===== src/logic/msx_pkg.sv =====
package msx_pkg;

   // Kind of CPU bus access in the current clock
   typedef enum logic [2:0] {
      idle      = 3'd0,
      mem_read  = 3'd1,
      mem_write = 3'd2,
      io_read   = 3'd3,
      io_write  = 3'd4,
      fetch     = 3'd5
   } bus_cycle_t;

   // 8255 PPI answers at A8h-ABh
   localparam logic [7:0] PPI_BASE = 8'hA8;

   // PPI register select, address bits 1:0
   localparam logic [1:0] PPI_REG_A    = 2'd0;
   localparam logic [1:0] PPI_REG_B    = 2'd1;
   localparam logic [1:0] PPI_REG_C    = 2'd2;
   localparam logic [1:0] PPI_REG_MODE = 2'd3;

   // Secondary slot register, seen in page 3 of the expanded slot
   localparam logic [15:0] SUBSLOT_ADDR = 16'hFFFF;

   // Power-up mode of the 8255, all ports inputs
   localparam logic [7:0] PPI_MODE_INIT = 8'h9B;

   // Backing memory address is {slot, subslot, page, offset}
   localparam int RAM_ADDR_W = 20;

endpackage


===== src/logic/io_decoder.sv =====
`timescale 1ns/1ns

module io_decoder
   import msx_pkg::*;
(
   input  logic        clock_bus,
   input  logic        reset,
   input  logic [15:0] addr,
   input  logic [7:0]  data_in,
   input  logic        rd,
   input  logic        wr,
   input  logic        mreq,
   input  logic        iorq,
   input  logic        m1,
   output bus_cycle_t  cycle,
   output logic [7:0]  ppi_slot_sel,
   output logic [7:0]  ppi_rdata,
   output logic        ppi_hit,
   output logic        sub_we,
   output logic        sub_re,
   output logic [3:0]  kb_row,
   output logic        cas_motor,
   output logic        key_click
);

   logic [7:0] port_a;
   logic [7:0] port_c;
   logic [7:0] mode_reg;
   logic       map_valid;
   logic       ppi_sel;
   logic       ppi_we;
   logic [1:0] ppi_reg;

   // Interrupt acknowledge (iorq with m1) falls through to idle
   always_comb begin
      if (mreq && rd && m1) begin
         cycle = fetch;
      end else if (mreq && rd) begin
         cycle = mem_read;
      end else if (mreq && wr) begin
         cycle = mem_write;
      end else if (iorq && rd && !m1) begin
         cycle = io_read;
      end else if (iorq && wr && !m1) begin
         cycle = io_write;
      end else begin
         cycle = idle;
      end
   end

   assign ppi_reg = addr[1:0];
   assign ppi_sel = (addr[7:2] == PPI_BASE[7:2]) && (cycle == io_read || cycle == io_write);
   assign ppi_we  = ppi_sel && (cycle == io_write);
   assign ppi_hit = ppi_sel && (cycle == io_read);

   always_ff @(posedge clock_bus) begin
      if (reset) begin
         port_a    <= 8'h00;
         port_c    <= 8'h00;
         mode_reg  <= PPI_MODE_INIT;
         map_valid <= 1'b0;
      end else if (ppi_we) begin
         map_valid <= 1'b1;
         case (ppi_reg)
            PPI_REG_A:    port_a   <= data_in;
            PPI_REG_C:    port_c   <= data_in;
            PPI_REG_MODE: mode_reg <= data_in;
            default:      ;
         endcase
      end
   end

   // Port B has no keyboard behind it here
   always_comb begin
      case (ppi_reg)
         PPI_REG_A: ppi_rdata = port_a;
         PPI_REG_B: ppi_rdata = 8'hFF;
         PPI_REG_C: ppi_rdata = port_c;
         default:   ppi_rdata = 8'hFF;
      endcase
   end

   // Slot map stays at slot 0 until software touches the PPI
   assign ppi_slot_sel = map_valid ? port_a : 8'h00;

   assign sub_we = (cycle == mem_write) && (addr == SUBSLOT_ADDR);
   assign sub_re = (cycle == mem_read || cycle == fetch) && (addr == SUBSLOT_ADDR);

   assign kb_row    = port_c[3:0];
   assign cas_motor = port_c[4];
   assign key_click = port_c[7];

   a_rd_wr_exclusive: assert property (@(posedge clock_bus) disable iff (reset)
      !(rd && wr))
      else $error("rd and wr asserted together");

   a_mreq_iorq_exclusive: assert property (@(posedge clock_bus) disable iff (reset)
      !(mreq && iorq))
      else $error("mreq and iorq asserted together");

endmodule


===== src/logic/slot_expander.sv =====
`timescale 1ns/1ns

module slot_expander
   import msx_pkg::*;
#(
   parameter logic [1:0] SLOT_ID = 2'd0
)
(
   input  logic       clock_bus,
   input  logic       reset,
   input  logic       expander_en,
   input  bus_cycle_t cycle,
   input  logic [7:0] ppi_slot_sel,
   input  logic [7:0] data_in,
   input  logic       sub_we,
   input  logic       sub_re,
   output logic [7:0] sub_sel,
   output logic [7:0] sub_rdata,
   output logic       sub_hit
);

   logic [7:0] sub_reg;
   logic       active;

   // Register is only reachable when this slot sits in page 3
   assign active = expander_en && (ppi_slot_sel[7:6] == SLOT_ID);

   always_ff @(posedge clock_bus) begin
      if (reset) begin
         sub_reg <= 8'h00;
      end else if (active && sub_we) begin
         sub_reg <= data_in;
      end
   end

   // Real expanders return the register complemented
   assign sub_rdata = ~sub_reg;
   assign sub_hit   = active && sub_re;

   // Unexpanded slot behaves as subslot 0 in every page
   assign sub_sel = expander_en ? sub_reg : 8'h00;

   a_hit_on_read: assert property (@(posedge clock_bus) disable iff (reset)
      sub_hit |-> (cycle == mem_read || cycle == fetch))
      else $error("slot %0d expander hit outside a read cycle", SLOT_ID);

endmodule


===== src/logic/slot_router.sv =====
`timescale 1ns/1ns

module slot_router
   import msx_pkg::*;
(
   input  bus_cycle_t              cycle,
   input  logic [15:0]             addr,
   input  logic [7:0]              data_in,
   input  logic [7:0]              ppi_slot_sel,
   input  logic [7:0]              ppi_rdata,
   input  logic                    ppi_hit,
   input  logic [31:0]             sub_sel_all,
   input  logic [31:0]             sub_rdata_all,
   input  logic [3:0]              sub_hit_all,
   input  logic [7:0]              ram_dout,
   output logic [RAM_ADDR_W-1:0]   ram_addr,
   output logic [7:0]              ram_din,
   output logic                    ram_rnw,
   output logic                    ram_ce,
   output logic [7:0]              data_out
);

   logic [1:0] page;
   logic [1:0] slot;
   logic [1:0] subslot;
   logic [7:0] slot_sub_sel;
   logic [7:0] sub_data;
   logic       mem_cycle;
   logic       reading;
   logic       any_sub_hit;

   // Each page has a 2-bit field in both the slot and subslot maps
   assign page         = addr[15:14];
   assign slot         = ppi_slot_sel[2*page +: 2];
   assign slot_sub_sel = sub_sel_all[8*slot +: 8];
   assign subslot      = slot_sub_sel[2*page +: 2];

   assign ram_addr = {slot, subslot, page, addr[13:0]};
   assign ram_din  = data_in;
   assign ram_rnw  = (cycle != mem_write);

   assign mem_cycle   = (cycle == mem_read) || (cycle == mem_write) || (cycle == fetch);
   assign reading     = (cycle == mem_read) || (cycle == io_read) || (cycle == fetch);
   assign any_sub_hit = |sub_hit_all;

   // Expander register reads do not reach RAM
   assign ram_ce = mem_cycle && !any_sub_hit;

   always_comb begin
      sub_data = 8'hFF;
      for (int i = 0; i < 4; i++) begin
         if (sub_hit_all[i]) begin
            sub_data = sub_rdata_all[8*i +: 8];
         end
      end
   end

   always_comb begin
      if (!reading) begin
         data_out = 8'hFF;
      end else if (ppi_hit) begin
         data_out = ppi_rdata;
      end else if (any_sub_hit) begin
         data_out = sub_data;
      end else if (cycle == mem_read || cycle == fetch) begin
         data_out = ram_dout;
      end else begin
         // Unmapped I/O floats high
         data_out = 8'hFF;
      end
   end

   // Only one slot can own page 3, and only FFFFh is claimed
   always_comb begin
      if (any_sub_hit) begin
         assert ($onehot0(sub_hit_all) && addr == SUBSLOT_ADDR)
            else $error("bad expander hit %b at %h", sub_hit_all, addr);
      end
   end

endmodule


===== src/logic/msx_slot_system.sv =====
`timescale 1ns/1ns

module msx_slot_system
   import msx_pkg::*;
(
   input  logic                  clock_bus,
   input  logic                  reset,
   input  logic [15:0]           addr,
   input  logic [7:0]            data_in,
   input  logic                  rd,
   input  logic                  wr,
   input  logic                  mreq,
   input  logic                  iorq,
   input  logic                  m1,
   output logic [7:0]            data_out,
   output logic [RAM_ADDR_W-1:0] ram_addr,
   output logic [7:0]            ram_din,
   output logic                  ram_rnw,
   output logic                  ram_ce,
   input  logic [7:0]            ram_dout,
   input  logic [3:0]            expander_en,
   output logic [3:0]            kb_row,
   output logic                  cas_motor,
   output logic                  key_click
);

   bus_cycle_t  cycle;
   logic [7:0]  ppi_slot_sel;
   logic [7:0]  ppi_rdata;
   logic        ppi_hit;
   logic        sub_we;
   logic        sub_re;
   logic [31:0] sub_sel_all;
   logic [31:0] sub_rdata_all;
   logic [3:0]  sub_hit_all;

   io_decoder u_io_decoder (
      .clock_bus    (clock_bus),
      .reset        (reset),
      .addr         (addr),
      .data_in      (data_in),
      .rd           (rd),
      .wr           (wr),
      .mreq         (mreq),
      .iorq         (iorq),
      .m1           (m1),
      .cycle        (cycle),
      .ppi_slot_sel (ppi_slot_sel),
      .ppi_rdata    (ppi_rdata),
      .ppi_hit      (ppi_hit),
      .sub_we       (sub_we),
      .sub_re       (sub_re),
      .kb_row       (kb_row),
      .cas_motor    (cas_motor),
      .key_click    (key_click)
   );

   // One expander per primary slot
   for (genvar i = 0; i < 4; i++) begin : g_expander
      slot_expander #(
         .SLOT_ID (2'(i))
      ) u_slot_expander (
         .clock_bus    (clock_bus),
         .reset        (reset),
         .expander_en  (expander_en[i]),
         .cycle        (cycle),
         .ppi_slot_sel (ppi_slot_sel),
         .data_in      (data_in),
         .sub_we       (sub_we),
         .sub_re       (sub_re),
         .sub_sel      (sub_sel_all[8*i +: 8]),
         .sub_rdata    (sub_rdata_all[8*i +: 8]),
         .sub_hit      (sub_hit_all[i])
      );
   end

   slot_router u_slot_router (
      .cycle         (cycle),
      .addr          (addr),
      .data_in       (data_in),
      .ppi_slot_sel  (ppi_slot_sel),
      .ppi_rdata     (ppi_rdata),
      .ppi_hit       (ppi_hit),
      .sub_sel_all   (sub_sel_all),
      .sub_rdata_all (sub_rdata_all),
      .sub_hit_all   (sub_hit_all),
      .ram_dout      (ram_dout),
      .ram_addr      (ram_addr),
      .ram_din       (ram_din),
      .ram_rnw       (ram_rnw),
      .ram_ce        (ram_ce),
      .data_out      (data_out)
   );

endmodule


===== config.mk =====
export PLATFORM = sky130hd
export DESIGN_NAME = msx_slot_system
export DESIGN_NICKNAME = d
export VERILOG_FILES = /design/src/logic/msx_pkg.sv /design/src/logic/io_decoder.sv /design/src/logic/slot_expander.sv /design/src/logic/slot_router.sv /design/src/logic/msx_slot_system.sv
export SDC_FILE = /design/constraint.sdc
export NUM_CORES = 1
export LEC_CHECK = 0
export BUFFER_PORTS_ARGS = -buffer_cell sky130_fd_sc_hd__buf_4
export CAP_MARGIN = 20
export CORE_MARGIN = 2
export CORE_UTILIZATION = 47
export CTS_CLUSTER_SIZE = 20
export DETAILED_ROUTE_END_ITERATION = 8
export PLACE_DENSITY_LB_ADDON = 0.3
export SLEW_MARGIN = 20
export SYNTH_ARGS = -nofsm -noshare
export SYNTH_HDL_FRONTEND = slang
export SYNTH_HIERARCHICAL = 1
export SYNTH_SLANG_ARGS = --single-unit

===== constraint.sdc =====
create_clock -name clock_bus -period 5.9 [get_ports clock_bus]
set_clock_uncertainty 0.2 [all_clocks]
set_input_delay 0.295 -clock clock_bus [delete_from_list [all_inputs] [get_ports clock_bus]]
set_output_delay 0.295 -clock clock_bus [all_outputs]
set_load 0.05 [all_outputs]

==> results.md <==
* Synth Warn # at 6
* WL per Instance at 17.13 um
* Final GP Congestion at 0.9629
* Ports at 87
* GRT Overall Usage at 22.85%
* Post-synth top area cell: dfxtp_1
* Layout overhead on the synthesized area at 13.09%
* Final hold slack at 0.1071 ns
* Nets@finish at 551
* Peak Freq at 0.2552 GHz
* Final instance area at 0.004498 mm2
* Final std cells w/o fill at 612
* Worst-path clk slew at 0.08 ns
* Most numerous cell in the Yosys netlist: nand2b_1
* Largest register FFs at 32
* Yosys top cell area share at 24.66%
* Max_cap viols at 0
* Top cells by area in the synthesized netlist: dfxtp_1 (25%), nand2b_1 (14%), mux2i_1 (14%)
* Internal at 0.4659 mW
* R2r endpoint: g_expander[1].u_slot_expander/sub_reg[5]
* Worst Hold Class: input port to register
* Max-slew violation count at 0
* Row cnt at 33
* Slew HR at 29.73%
* CTS tree: built
* Syn Nets at 507
* TritonRoute pass-1 iters at 5
* Crit path required time at 5.41 ns
* Setup slack after layout at 1.981 ns
* Part of the power in combinational logic at 22.5%
* Die X-Extent at 96.00 um
* Netlist Area Pre-Place at 0.003978 mm2
* Vias in the first global route at 3,112
* Critical Path End: data_out[7]
* DP Worst Slack at 1.976 ns
* Routed vias/inst at 5.461
* Seq cells post-synth at 49
* Starting density of the core at 48.41%
* Post-synth EDFFs at 0
* CTS buffer count at 5
* Minimum clock period at 3.919 ns
* Clk_lat worst skew at 0.30 ns
* Sequential Power Share at 49.7%
* Routed wire length at 10.48 mm
* RSZ-0062 raised after global routing: no
* Status: finished, final reports clean
* Internal reg-to-reg setup slack at 3.93 ns
* Pleak at 1.872 nW
* Share of layout cells above drive strength 1 at 25.64%
* Post-Synthesis Cells at 464
* Worst VDD drop at 0.00008407 V
* DR vias at 3,342
* DP Area at 0.004424 mm2
* Crit path kind: input port to output pin
* Origin of the worst setup path: addr[1]
* First DRT Iteration DRCs at 158
* Number of hold buffers added after CTS at 0
* Worst Reg-to-Reg Cells at 3
* P per Cell Area at 147.8 mW/mm2
* Post-synthesis sequential area ratio at 24.66%
* Root Buffer: clkbuf_8
* Sw Pwr at 0.1990 mW
* DRC at 0
* Remaining antenna violation count at 0
* H-Tree Level Count at 2
* Antenna cell count at 0
* Post-Syn Area per Cell at 8.572 um2
* Final HPWL DP at 7.991 mm
* CTS resizes at 0
* Post-synth top cells: nand2b_1 (91), mux2i_1 (56), dfxtp_1 (49)
* Count of cell types in the netlist at 55
* Clock network fraction of total power at 27.8%
* Sink Count at 49
* Critical Path End Type: output pin
* Fin crit share at 66.42%
* Sw frac at 29.93%
* Core Area at 0.008217 mm2
* Inst Count DP at 606
* GRT Residual Overflow at 0
* FFs w/ async S/R, synth at 0%
* Worst Path Max Fanout at 20
* WP data arrival at 3.42 ns
* CP Launch Type: input port
* Setup bufs post-CTS at 0
* Synth Flop Type: dfxtp_1
* Fin. Hold Viols at 0
* Port Buffers at 86
* Endpoints failing setup at 0
* Clock buffer depth at 2
* First-pass GRT wire length at 15.86 mm
* Initial antenna violation count at 0
* Largest net degree at the start of global routing at 90
* Die area at 0.009215 mm2
* Worst r2r src: u_io_decoder/map_valid
* Die extent in y at 96.00 um
* Worst-margin pin slew at 1.045 ns
* Total Negative Setup Slacks at 0 ns
-- layout by cell type, fill, tap and decap left out, types with 3 or more instances in the layout --
| cell | synthesis | layout |
|---|---|---|
| and2_2 | 26 | 26 |
| o21ai_1 | 5 | 5 |
| a2111oi_0 | 4 | 4 |
| nor2b_1 | 24 | 24 |
| mux2i_1 | 56 | 56 |
| buf_4 | 29 | 87 |
| a31oi_1 | 3 | 3 |
| nand2b_1 | 91 | 91 |
| nand2_1 | 10 | 10 |
| o31ai_1 | 4 | 4 |
| dfxtp_1 | 49 | 49 |
| nor2_1 | 5 | 5 |
| a211oi_1 | 3 | 3 |
| mux4_1 | 4 | 4 |
| o311ai_1 | 3 | 3 |
| a221oi_1 | 3 | 3 |
| a211o_1 | 8 | 8 |
| and4b_1 | 5 | 5 |
| clkbuf_8 | 0 | 5 |
| inv_1 | 40 | 40 |
| nor3_1 | 9 | 9 |
| a21oi_1 | 9 | 9 |
| and2_1 | 14 | 14 |
| o22ai_1 | 5 | 5 |
-- layout make-up --
type	instances	area (um2)
fillers	787	3719
multi-input cells	325	2509
flip-flops and latches	49	980.9
repair buffers	87	653.1
inverters	40	150.1
well taps	105	131.4
clock buffers	5	68.82
clock inverters	1	5.005
-- per-stage QoR --
stage / total power, mW / util, %
floorplan: 0.4373 / -
global placement: 0.4867 / 53.85
detailed placement: 0.4883 / 53.85
CTS: 0.6749 / 54.74
global route: 0.6938 / 54.74
finish: 0.6650 / 54.74
-- how the worst min path moves through the flow --
stage | start | cells past startpoint | end
6_report | data_in[4] | 3 | g_expander[2].u_slot_expander/sub_reg[4]
5_1_grt | data_in[6] | 3 | g_expander[3].u_slot_expander/sub_reg[6]
4_1_cts | data_in[4] | 3 | g_expander[2].u_slot_expander/sub_reg[4]
3_5_place_dp | g_expander[2].u_slot_expander/sub_reg[7] | 2 | g_expander[2].u_slot_expander/sub_reg[7]
3_3_place_gp | u_io_decoder/port_a[0] | 2 | u_io_decoder/port_a[0]
2_1_floorplan | data_in[1] | 2 | g_expander[0].u_slot_expander/sub_reg[1]
-- critical path, stage by stage --
cell and delay [ns]:
buf_4 0.20, nand4_1 0.12, or4_1 0.54, nor3_1 0.32
nor4bb_1 0.56, nand2b_1 0.24, o22ai_1 0.17, a2111oi_0 0.08
a2111oi_0 0.45, o21ai_1 0.16, buf_4 0.27
-- logic make-up after synthesis --
logic type             synth area share (%)
buffers and inverters                 12.27
flip-flops                            24.66
AND/OR/NAND/NOR                       34.76
multiplexers                          18.21
AO/OA/AOI/OAI                         10.10
-- power groups by stage --
stage | clock (mW) | combinational [mW] | sequential, mW
floorplan | 0 | 0.0991 | 0.338
global placement | 0 | 0.149 | 0.338
detailed placement | 0 | 0.150 | 0.338
CTS | 0.194 | 0.150 | 0.330
global route | 0.203 | 0.160 | 0.330
finish | 0.185 | 0.150 | 0.330
-- routing by layer --
| layer | up-vias | routed length, um | track usage [%] | share of wire, % |
|---|---|---|---|---|
| met4 | 0 | 229 | 7.500 | 2.2 |
| met2 | 114 | 5175 | 40.05 | 49 |
| met3 | 12 | 603 | 3.446 | 5.8 |
| met1 | 1572 | 4472 | 28.52 | 43 |
| met5 | - | 0 | 0 | 0 |
| li1 | 1644 | - | - | - |
No activity file was read; power rests on OpenSTA's default activity.
